File: src/hdl/dpPkg.sv
package dpPkg;

    localparam int dataWidth    = 32;
    localparam int regCount     = 16;
    localparam int regAddrWidth = 4;

    typedef logic [regAddrWidth-1:0] regAddrT;
    typedef logic [dataWidth-1:0]    wordT;

    // ARM data-processing opcodes, bits 24:21
    typedef enum logic [3:0] {
        opAnd = 4'd0,
        opEor = 4'd1,
        opSub = 4'd2,
        opRsb = 4'd3,
        opAdd = 4'd4,
        opAdc = 4'd5,
        opSbc = 4'd6,
        opRsc = 4'd7,
        opTst = 4'd8,
        opTeq = 4'd9,
        opCmp = 4'd10,
        opCmn = 4'd11,
        opOrr = 4'd12,
        opMov = 4'd13,
        opBic = 4'd14,
        opMvn = 4'd15
    } aluOpT;

    typedef struct packed {
        logic n;
        logic z;
        logic c;
        logic v;
    } flagsT;

    // bits 3:0 of imm8 double as the second source register
    typedef struct packed {
        logic [5:0] upper;   // cond and class, ignored
        logic       immFlag;
        aluOpT      op;
        logic       setFlags;
        regAddrT    rn;
        regAddrT    rd;
        logic [3:0] rotate;  // no rotation here
        logic [7:0] imm8;
    } instrT;

    typedef struct packed {
        aluOpT   op;
        logic    setFlags;
        logic    writes;
        regAddrT rd;
        wordT    a;
        wordT    b;
    } operandT;

    typedef struct packed {
        regAddrT rd;
        logic    writes;
        wordT    value;
        flagsT   flags;
    } resultT;

endpackage

File: src/hdl/pipeReg.sv
`timescale 1ns/1ps

module pipeReg #(
    parameter type payloadT = logic
) (
    input  logic    Clk,
    input  logic    reset,
    input  logic    inValid,
    output logic    inReady,
    input  payloadT inData,
    output logic    outValid,
    input  logic    outReady,
    output payloadT outData
);

    logic    full;
    payloadT data;

    assign inReady  = !full || outReady; // free, or draining this cycle
    assign outValid = full;
    assign outData  = data;

    always_ff @(posedge Clk) begin
        if (reset) begin
            full <= 1'b0;
        end else if (inValid && inReady) begin
            full <= 1'b1;
        end else if (outReady) begin
            full <= 1'b0;
        end
    end

    always_ff @(posedge Clk) begin
        if (inValid && inReady) data <= inData; // payload only
    end

    // a refused record must stay put until the slot takes it
    assert property (@(posedge Clk) disable iff (reset)
        inValid && !inReady |=> inValid && $stable(inData))
        else $error("pipeReg input changed before it was taken");

endmodule

File: src/hdl/registerFile.sv
`timescale 1ns/1ps

module registerFile import dpPkg::*; (
    input  logic    Clk,
    input  logic    reset,
    input  regAddrT rdAddrA,
    input  regAddrT rdAddrB,
    output wordT    rdDataA,
    output wordT    rdDataB,
    input  logic    wrEn,
    input  regAddrT wrAddr,
    input  wordT    wrData
);

    wordT regs [regCount];

    // asynchronous read ports
    assign rdDataA = regs[rdAddrA];
    assign rdDataB = regs[rdAddrB];

    always_ff @(posedge Clk) begin
        if (reset) begin
            regs <= '{default: '0};
        end else if (wrEn) begin
            regs[wrAddr] <= wrData;
        end
    end

    // writeback address comes from the execute stage
    assert property (@(posedge Clk) disable iff (reset)
        wrEn |-> !$isunknown(wrAddr))
        else $error("register write with unknown address");

endmodule

File: src/hdl/operandFetch.sv
`timescale 1ns/1ps

module operandFetch import dpPkg::*; (
    input  instrT   instr,
    output regAddrT rdAddrA,
    output regAddrT rdAddrB,
    input  wordT    rdDataA,
    input  wordT    rdDataB,
    input  logic    fwdValid,
    input  regAddrT fwdAddr,
    input  wordT    fwdData,
    output operandT operand
);

    logic isCompare;
    wordT regA;
    wordT regB;
    wordT immWord;

    // TST, TEQ, CMP, CMN occupy 8..11
    assign isCompare = (instr.op[3:2] == 2'b10);

    assign rdAddrA = instr.rn;
    assign rdAddrB = instr.imm8[3:0]; // rm field

    // the record in execute has not reached the register file yet
    always_comb begin
        regA = rdDataA;
        regB = rdDataB;
        if (fwdValid && fwdAddr == rdAddrA) regA = fwdData;
        if (fwdValid && fwdAddr == rdAddrB) regB = fwdData;
    end

    assign immWord = {{(dataWidth-8){1'b0}}, instr.imm8}; // zero-extended

    always_comb begin
        operand.op       = instr.op;
        operand.setFlags = instr.setFlags || isCompare;
        operand.writes   = !isCompare;
        operand.rd       = instr.rd;
        operand.a        = regA;
        operand.b        = instr.immFlag ? immWord : regB;
    end

endmodule

File: src/hdl/aluCore.sv
`timescale 1ns/1ps

module aluCore import dpPkg::*; (
    input  aluOpT op,
    input  wordT  a,
    input  wordT  b,
    input  flagsT flagsIn,
    output wordT  result,
    output flagsT flagsOut
);

    wordT             addX;
    wordT             addY;
    logic             addCin;
    logic             arith;
    logic [dataWidth:0] sum;
    logic             overflow;

    // every add or subtract form goes through one adder
    // subtract is x + ~y + 1, so the carry out is ARM's no-borrow C
    always_comb begin
        addX   = a;
        addY   = b;
        addCin = 1'b0;
        arith  = 1'b1;
        case (op)
            opSub, opCmp: begin
                addY   = ~b;
                addCin = 1'b1;
            end
            opRsb: begin
                addX   = b;
                addY   = ~a;
                addCin = 1'b1;
            end
            opAdc:   addCin = flagsIn.c;
            opSbc: begin
                addY   = ~b;
                addCin = flagsIn.c; // extra one off when C clear
            end
            opRsc: begin
                addX   = b;
                addY   = ~a;
                addCin = flagsIn.c;
            end
            opAdd, opCmn: arith = 1'b1;
            default: arith = 1'b0;
        endcase
    end

    assign sum      = {1'b0, addX} + {1'b0, addY} + {{dataWidth{1'b0}}, addCin};
    assign overflow = (addX[dataWidth-1] == addY[dataWidth-1]) &&
                      (sum[dataWidth-1] != addX[dataWidth-1]);

    always_comb begin
        case (op)
            opAnd, opTst: result = a & b;
            opEor, opTeq: result = a ^ b;
            opOrr:        result = a | b;
            opMov:        result = b;
            opBic:        result = a & ~b;
            opMvn:        result = ~b;
            default:      result = sum[dataWidth-1:0];
        endcase
    end

    assign flagsOut.n = result[dataWidth-1];
    assign flagsOut.z = (result == '0);
    assign flagsOut.c = arith ? sum[dataWidth] : flagsIn.c; // logical forms keep C, V
    assign flagsOut.v = arith ? overflow : flagsIn.v;

endmodule

File: src/hdl/executeStage.sv
`timescale 1ns/1ps

module executeStage import dpPkg::*; (
    input  logic    Clk,
    input  logic    reset,
    input  operandT operand,
    input  logic    operandValid,
    input  logic    accept,
    output resultT  result,
    output logic    wrEn,
    output regAddrT wrAddr,
    output wordT    wrData,
    output logic    fwdValid,
    output regAddrT fwdAddr,
    output wordT    fwdData
);

    flagsT flagsQ;
    flagsT aluFlags;
    flagsT nextFlags;
    wordT  aluResult;

    aluCore alu (
        .op      (operand.op),
        .a       (operand.a),
        .b       (operand.b),
        .flagsIn (flagsQ),
        .result  (aluResult),
        .flagsOut(aluFlags)
    );

    assign nextFlags = operand.setFlags ? aluFlags : flagsQ;

    // flags move with the record into the result slot
    always_ff @(posedge Clk) begin
        if (reset) begin
            flagsQ <= '0;
        end else if (accept) begin
            flagsQ <= nextFlags;
        end
    end

    assign result = '{rd: operand.rd, writes: operand.writes,
                      value: aluResult, flags: nextFlags};

    // writeback lands on the same edge as the result slot load
    assign wrEn   = accept && operand.writes;
    assign wrAddr = operand.rd;
    assign wrData = aluResult;

    assign fwdValid = operandValid && operand.writes;
    assign fwdAddr  = operand.rd;
    assign fwdData  = aluResult;

    // accept comes from the result slot handshake at the top level
    assert property (@(posedge Clk) disable iff (reset)
        $rose(wrEn) |-> operandValid)
        else $error("register write without a valid record");

endmodule

File: src/hdl/dpCore.sv
`timescale 1ns/1ps

module dpCore import dpPkg::*; (
    input  logic   Clk,
    input  logic   reset,
    input  logic   inValid,
    output logic   inReady,
    input  instrT  inInstr,
    output logic   outValid,
    input  logic   outReady,
    output resultT outResult
);

    regAddrT rdAddrA, rdAddrB;
    wordT    rdDataA, rdDataB;
    operandT fetchOperand;
    operandT execOperand;
    logic    execValid;
    logic    execReady;
    logic    accept;
    resultT  execResult;
    logic    wrEn;
    regAddrT wrAddr;
    wordT    wrData;
    logic    fwdValid;
    regAddrT fwdAddr;
    wordT    fwdData;

    assign accept = execValid && execReady; // result slot input transfer

    operandFetch fetch (
        .instr(inInstr), .rdAddrA, .rdAddrB, .rdDataA, .rdDataB,
        .fwdValid, .fwdAddr, .fwdData, .operand(fetchOperand)
    );

    registerFile regFile (
        .Clk, .reset, .rdAddrA, .rdAddrB, .rdDataA, .rdDataB,
        .wrEn, .wrAddr, .wrData
    );

    pipeReg #(.payloadT(operandT)) fetchSlot (
        .Clk, .reset, .inValid, .inReady, .inData(fetchOperand),
        .outValid(execValid), .outReady(execReady), .outData(execOperand)
    );

    executeStage execute (
        .Clk, .reset, .operand(execOperand), .operandValid(execValid), .accept,
        .result(execResult), .wrEn, .wrAddr, .wrData, .fwdValid, .fwdAddr, .fwdData
    );

    pipeReg #(.payloadT(resultT)) resultSlot (
        .Clk, .reset, .inValid(execValid), .inReady(execReady), .inData(execResult),
        .outValid, .outReady, .outData(outResult)
    );

endmodule

File: config.mk
export PLATFORM = sky130hd
export DESIGN_NAME = dpCore
export DESIGN_NICKNAME = d
export VERILOG_FILES = /design/src/hdl/dpPkg.sv /design/src/hdl/pipeReg.sv /design/src/hdl/registerFile.sv /design/src/hdl/operandFetch.sv /design/src/hdl/aluCore.sv /design/src/hdl/executeStage.sv /design/src/hdl/dpCore.sv
export SDC_FILE = /design/constraint.sdc
export NUM_CORES = 1
export LEC_CHECK = 0
export ABC_AREA = 1
export ABC_CLOCK_PERIOD_IN_PS = 14900
export BUFFER_PORTS_ARGS = -buffer_cell sky130_fd_sc_hd__buf_2
export CORE_ASPECT_RATIO = 0.8
export CORE_MARGIN = 3
export CORE_UTILIZATION = 45
export DETAILED_ROUTE_END_ITERATION = 8
export GPL_ROUTABILITY_DRIVEN = 0
export PLACE_DENSITY = 0.58
export SLEW_MARGIN = 10
export SYNTH_ARGS = -nofsm -noshare
export SYNTH_HDL_FRONTEND = slang
export SYNTH_HIERARCHICAL = 1
export SYNTH_SLANG_ARGS = --single-unit
File: constraint.sdc
create_clock -name Clk -period 14.9 [get_ports Clk]
set_clock_uncertainty 0.05 [all_clocks]
set_input_delay 2.235 -clock Clk [delete_from_list [all_inputs] [get_ports Clk]]
set_output_delay 2.235 -clock Clk [all_outputs]
set_load 0.005 [all_outputs]
Word-level counts from Yosys, hierarchy flattened
Index checks and enable logic that the tools add are counted.

Register bits after elaboration: 633. Latch bits: 0. Bits in writable memories: 0. Memory bits (read-only): 0. Bits of input ports: 36. Memories: 0.

$add $sub $neg: 2. Multipliers: 0. Divide/modulo/power cells: 0. Order comparisons: 4. Equality and inequality tests: 20. Shift-type cells: 0. Mux-type cells: 24. Bitwise logic cells: 9. Reduce and logical (&&, ||, !) cells: 25.

Operator list (number): bitwise mux 512 bit (1); binary-select mux 32 bit (select 4 bit) (2); 2-to-1 mux 32 bit (8); one-hot mux 32 bit (6 select lines) (1); demux 32 bit (select 4 bit) (1); bitwise AND 32 bit (2); NOT 32 bit (2); one-hot mux 32 bit (2 select lines) (1); adder 32 x 32 -> 33 bit (1); adder 33 x 1 -> 33 bit (1); == test 4 bit (second input constant) (8); zero test 32 bit (1); bitwise OR 32 bit (1); XOR 32 bit (1); == test 4 x 3 -> 1 bit (second input constant) (4); greater-or-equal comparator 5 bit (second input constant) (3); NOT 4 -> 5 bit (3); OR reduction 3 bit (3); == test 4 x 2 -> 1 bit (second input constant) (2); == test 4 bit (2); logical AND 1 bit (8); 2-to-1 mux 8 bit (1); OR reduction 8 bit (1); 2-to-1 mux 1 bit (7); other kinds (12) (19).

Depth between registers and ports, before layout
Depth in word-level cells: 9. Depth in mapped cells: 29. Gate-level depth less buffers: 27.

Modules after synthesis
The synthesis kept the hierarchy.

By module, submodules not included: registerFile (times used 1, cells each 4832, area an instance 28821.4 µm²); aluCore (times used 1, cells each 1158, area an instance 5819.3 µm²); pipeReg (fetchSlot) (times used 1, cells each 80, area an instance 2269.7 µm²); operandFetch (times used 1, cells each 290, area an instance 1545.2 µm²); pipeReg (resultSlot) (times used 1, cells each 47, area an instance 1278.7 µm²); executeStage (times used 1, cells each 119, area an instance 813.3 µm²); dpCore (times used 1, cells each 2, area an instance 7.5 µm²).

Least setup slack after synthesis
OpenSTA, ideal clock, no wires.

Path kind: input to register. Start point: input port outReady. End point: register fetchSlot.data (netlist bit fetchSlot/outData[0]) (enable). Library setup time: 530 ps. Arrival: 5949 ps. Data required time: 14320 ps. Path slack: 8371 ps. Stages on the path: 4. Cell sequence: inv_2 -> nand2_2 -> inv_2 -> a21oi_1.

Cells in the longest elaborated chain, start to end: 3.

Ends and longest elaborated chain: start, declared (line dpCore.sv:10) `input logic outReady,`; logical OR 1 bit (line pipeReg.sv:19) `assign inReady = !full || outReady;`; via execReady (line dpCore.sv:19) `logic execReady;`; logical OR 1 bit (line pipeReg.sv:19); logical AND 1 bit (line pipeReg.sv:34) `if (inValid && inReady) data <= inData;`; end signal, assigned (line pipeReg.sv:34); end, declared (line pipeReg.sv:17) `payloadT data;`.

The timed path passes the listed nets, and every way through them passes these cells. A chain may end at the register's enable or synchronous reset.

==> impl_metrics.py <==
metrics = {
    "status": {
        "status": "finished, final reports clean",
    },
    "floorplanning": {
        "initial_core_util_pct": 45.8,
        "die_width_um": 342,
        "num_rows": 97,
        "die_area_um2": 93800,
        "core_um2": 88500,
        "dieHeight_um": 275,
        "design.portCount": 79,
    },
    "drt": {
        "wl_per_cell_um": 21.0,
        "firstDrtPassIters": 8,
        "num_vias": 41564,
        "drtAntennaViolNets": 0,
        "drt-met1-wl_mm": 66.7,
        "drcViolationCount": 0,
        "wl_met3_mm": 15.2,
        "drt-initial-drc-count": 4812,
        "routed_wl_mm": 155,
        "avgViaCountPerCell": 5.62,
        "routed.top_layer": "met4",
        "wl_met2_mm": 65.7,
    },
    "critical_path": {
        "worstPathRequired_ns": 15.43,
        "path_depth": 26,
        "crit_type": "reg -> reg",
        "worstSetupStartpointType": "flip-flop",
        "crit_path_end_kind": "flip-flop",
        "crit_buf_inv": 4,
        "r2r-start": "fetchSlot/outData[72]$_DFFE_PP_",
        "worst_path_max_delay_cell": "nand2_1",
        "cp.arrival_ns": 6.40,
        "crit_start": "fetchSlot/outData[72]$_DFFE_PP_",
        "reg2reg_slack_ns": 9.03,
        "path_delay_family": "simple AND/OR/NAND/NOR gates",
        "critPathMaxFanout": 64,
        "worst_r2r_path_depth": 26,
        "r2r_end": "execute/flagsQ[2]$_SDFFE_PP0P_",
        "crit_top_cell": "nand2_1",
        "crit_end": "execute/flagsQ[2]$_SDFFE_PP0P_",
        "critical-path-max-stage-delay_ns": 0.58,
    },
    "synthesis": {
        "synthXorXnorAreaFrac_pct": 0.151,
        "ys_warn_count": 6,
        "synth_top_family_by_area": "simple AND/OR/NAND/NOR gates",
        "synth-edff-count": 115,
        "synth_area_leader_cell": "dfxtp_1",
        "synth_area_um2": 40600,
        "async_flop_share_pct": 0,
        "yosysMostFrequentCell": "nand2_1",
        "synth_seq_cells": 633,
        "synthMuxAreaShare_pct": 0,
        "synth-simple-area-share_pct": 37.4,
        "seq_area_frac_synth_pct": 34.1,
        "syn_area_per_cell_um2": 6.21,
        "synth_area_leaders": "dfxtp_1 (26%), nand2_1 (21%), nand3_1 (12%), edfxtp_1 (8.5%), inv_1 (7.3%)",
        "synthAdderAreaFrac_pct": 2.04,
        "synth_compound_area_share_pct": 12.0,
        "yosysTopAreaCellShare_pct": 25.6,
        "syn_inst": 6528,
        "synth_common_cells": "nand2_1 (2,224), nand3_1 (1,002), inv_1 (788), dfxtp_1 (518), a21oi_1 (394)",
        "synth_nets": 6629,
        "synthDistinctLibCells": 49,
        "yosys_most_used_dff": "dfxtp_1",
    },
    "clock_network": {
        "cts.sinks": 633,
        "post_cts_resize_count": 0,
        "clockBufferDepth": 3,
        "clkTransAtPathRegs_ns": 0.06,
        "post_cts_buffers": 0,
        "cts_tree": "done",
        "cts-htree-levels": 3,
        "cts_root_buffer": "clkbuf_16",
        "clk_latency_ns": 0.64,
        "holdBufCountCts": 0,
        "numCtsBuffers": 72,
    },
    "finish": {
        "layout.nets": 6251,
        "drive_gt1_share_pct": 6.24,
        "area_delta_synth_final_pct": 5.45,
        "fin_area_um2": 42800,
        "fillers": 9113,
        "register_area_um2": 13800,
        "multiInputGateArea_um2": 21100,
    },
    "place": {
        "hpwlAfterDp_mm": 86.8,
        "port_buffers": 68,
        "placed_area_um2": 40300,
    },
    "timing": {
        "rsz0062_at_grt": "no",
        "slew_headroom_pct": 16.9,
        "hold_violations": 0,
        "post-route-min-period_ns": 5.87,
        "max_freq_mhz": 170,
        "tightestPinTransition_ns": 1.24,
        "setup_viol": 0,
        "slew_viol_final": 0,
        "period_share_pct": 39.4,
        "tns_ns": 0,
    },
    "power": {
        "leakage_nw": 18.7,
        "p_sw_mw": 1.56,
        "p_comb_share_pct": 21.4,
        "netSwitchingFraction_pct": 33.2,
        "peakVddDrop_uv": 78.6,
        "power.density_nw_per_um2": 110,
        "seq_power_share_pct": 38.7,
        "power.share.clock_pct": 39.9,
        "intPower_mw": 3.14,
    },
    "flow_run": {
        "cap_violations": 0,
    },
    "global_route": {
        "grt.overflow.total": 0,
        "grt_first_pass_wirelength_mm": 231,
        "antenna_found_initial": 3,
        "grt_pass1_vias": 37344,
        "track_usage_pct": 31.9,
        "grt_max_degree": 167,
    },
    "hold_path": {
        "hp-class": "reg -> reg",
        "hold_depth": 2,
    },
}
[per-layer routing]
layer | track usage [%] | vias to the layer above
met1 | 44.6 | 19049
met3 | 4.40 | 338
li1 | - | 20020
met2 | 48.9 | 2157
met4 | 14.7 | 0
met5 | 0 | -
[worst reg2reg max path, delay by kind of cell (launching register included)]
family	cells	cell delay (ns)
DFF	1	0.51
buffers and inverters	4	0.77
and+or+nand+nor	18	3.08
adders and majority gates	2	1.00
AOI/OAI and AO/OA	2	0.40
[flip-flops by register name (all words and copies together) (netlist names)]
signal and cells:
resultSlot/outValid 1, fetchSlot/outData 74, execute/flagsQ 4, resultSlot/outData 41
regFile/regs 512, fetchSlot/outValid 1
[worst min-delay path by stage]
stage / from / end / slack (ns)
floorplan: regFile/regs[32]$_SDFFE_PP0P_ / regFile/regs[32]$_SDFFE_PP0P_ / 0.39
global placement: regFile/regs[383]$_SDFFE_PP0P_ / regFile/regs[383]$_SDFFE_PP0P_ / 0.40
detailed placement: regFile/regs[60]$_SDFFE_PP0P_ / regFile/regs[60]$_SDFFE_PP0P_ / 0.40
CTS: regFile/regs[230]$_SDFFE_PP0P_ / regFile/regs[230]$_SDFFE_PP0P_ / 0.41
global route: regFile/regs[243]$_SDFFE_PP0P_ / regFile/regs[243]$_SDFFE_PP0P_ / 0.42
finish: regFile/regs[225]$_SDFFE_PP0P_ / regFile/regs[225]$_SDFFE_PP0P_ / 0.41
[placed cells by master, fill, tap and decap left out, types with 12 or more instances in the layout]
cell type | netlist | layout
clkbuf_8 | 0 | 12
nand3_1 | 1002 | 992
nand2_1 | 2224 | 2221
o22ai_1 | 43 | 43
inv_2 | 23 | 25
inv_1 | 788 | 779
ha_1 | 63 | 63
a31o_2 | 32 | 32
clkbuf_1 | 293 | 21
clkbuf_16 | 0 | 76
nor2_1 | 299 | 295
o21ai_2 | 33 | 33
a21oi_1 | 394 | 392
nand4_1 | 45 | 45
a211oi_1 | 196 | 196
buf_4 | 96 | 66
o21ai_0 | 78 | 78
dfxtp_1 | 518 | 518
buf_2 | 102 | 61
edfxtp_1 | 115 | 115
[metrics by stage]
| stage | hold WS [ns] | instances | setup WS [ns] | util (%) | total power [mW] |
|---|---|---|---|---|---|
| 2_1_floorplan | 0.391 | 6528 | 8.37 | - | 2.59 |
| 3_3_place_gp | 0.399 | 7264 | 9.08 | 45.6 | 2.83 |
| 3_5_place_dp | 0.403 | 7264 | 9.05 | 45.6 | 2.84 |
| 4_1_cts | 0.411 | 7391 | 9.18 | 48.3 | 4.71 |
| 5_1_grt | 0.422 | 7391 | 8.71 | 48.3 | 4.88 |
| 6_report | 0.411 | 7392 | 9.03 | 48.3 | 4.70 |
[layout make-up]
cell class                      count  area share [%]
Antenna cell                        1         0.00585
Sequential cell                   633            32.3
Tap cell                         1188            3.48
Timing Repair Buffer              133            2.08
Inverter                          813            7.20
Multi-Input combinational cell   4497            49.3
Clock buffer                      109            5.02
Clock inverter                     18           0.632
[power by group through the flow]
stage / Clock (mW) / Combinational, mW / Sequential, mW
3_3_place_gp: 0 / 0.975 / 1.86
6_report: 1.87 / 1.00 / 1.82
4_1_cts: 1.90 / 0.983 / 1.82
3_5_place_dp: 0 / 0.979 / 1.86
5_1_grt: 1.97 / 1.09 / 1.83
2_1_floorplan: 0 / 0.735 / 1.85
[cell families (layout without fill, tap and decap cells)]
| logic type | after synthesis | after routing |
|---|---|---|
| adders and majority gates | 65 | 65 |
| xor gates and xnor gates | 7 | 7 |
| AOI/OAI and AO/OA | 803 | 803 |
| other | 0 | 1 |
| DFF | 633 | 633 |
| buffers and inverters | 1398 | 1073 |
| and+or+nand+nor | 3622 | 3622 |
Power figures use the tool's default switching activity.
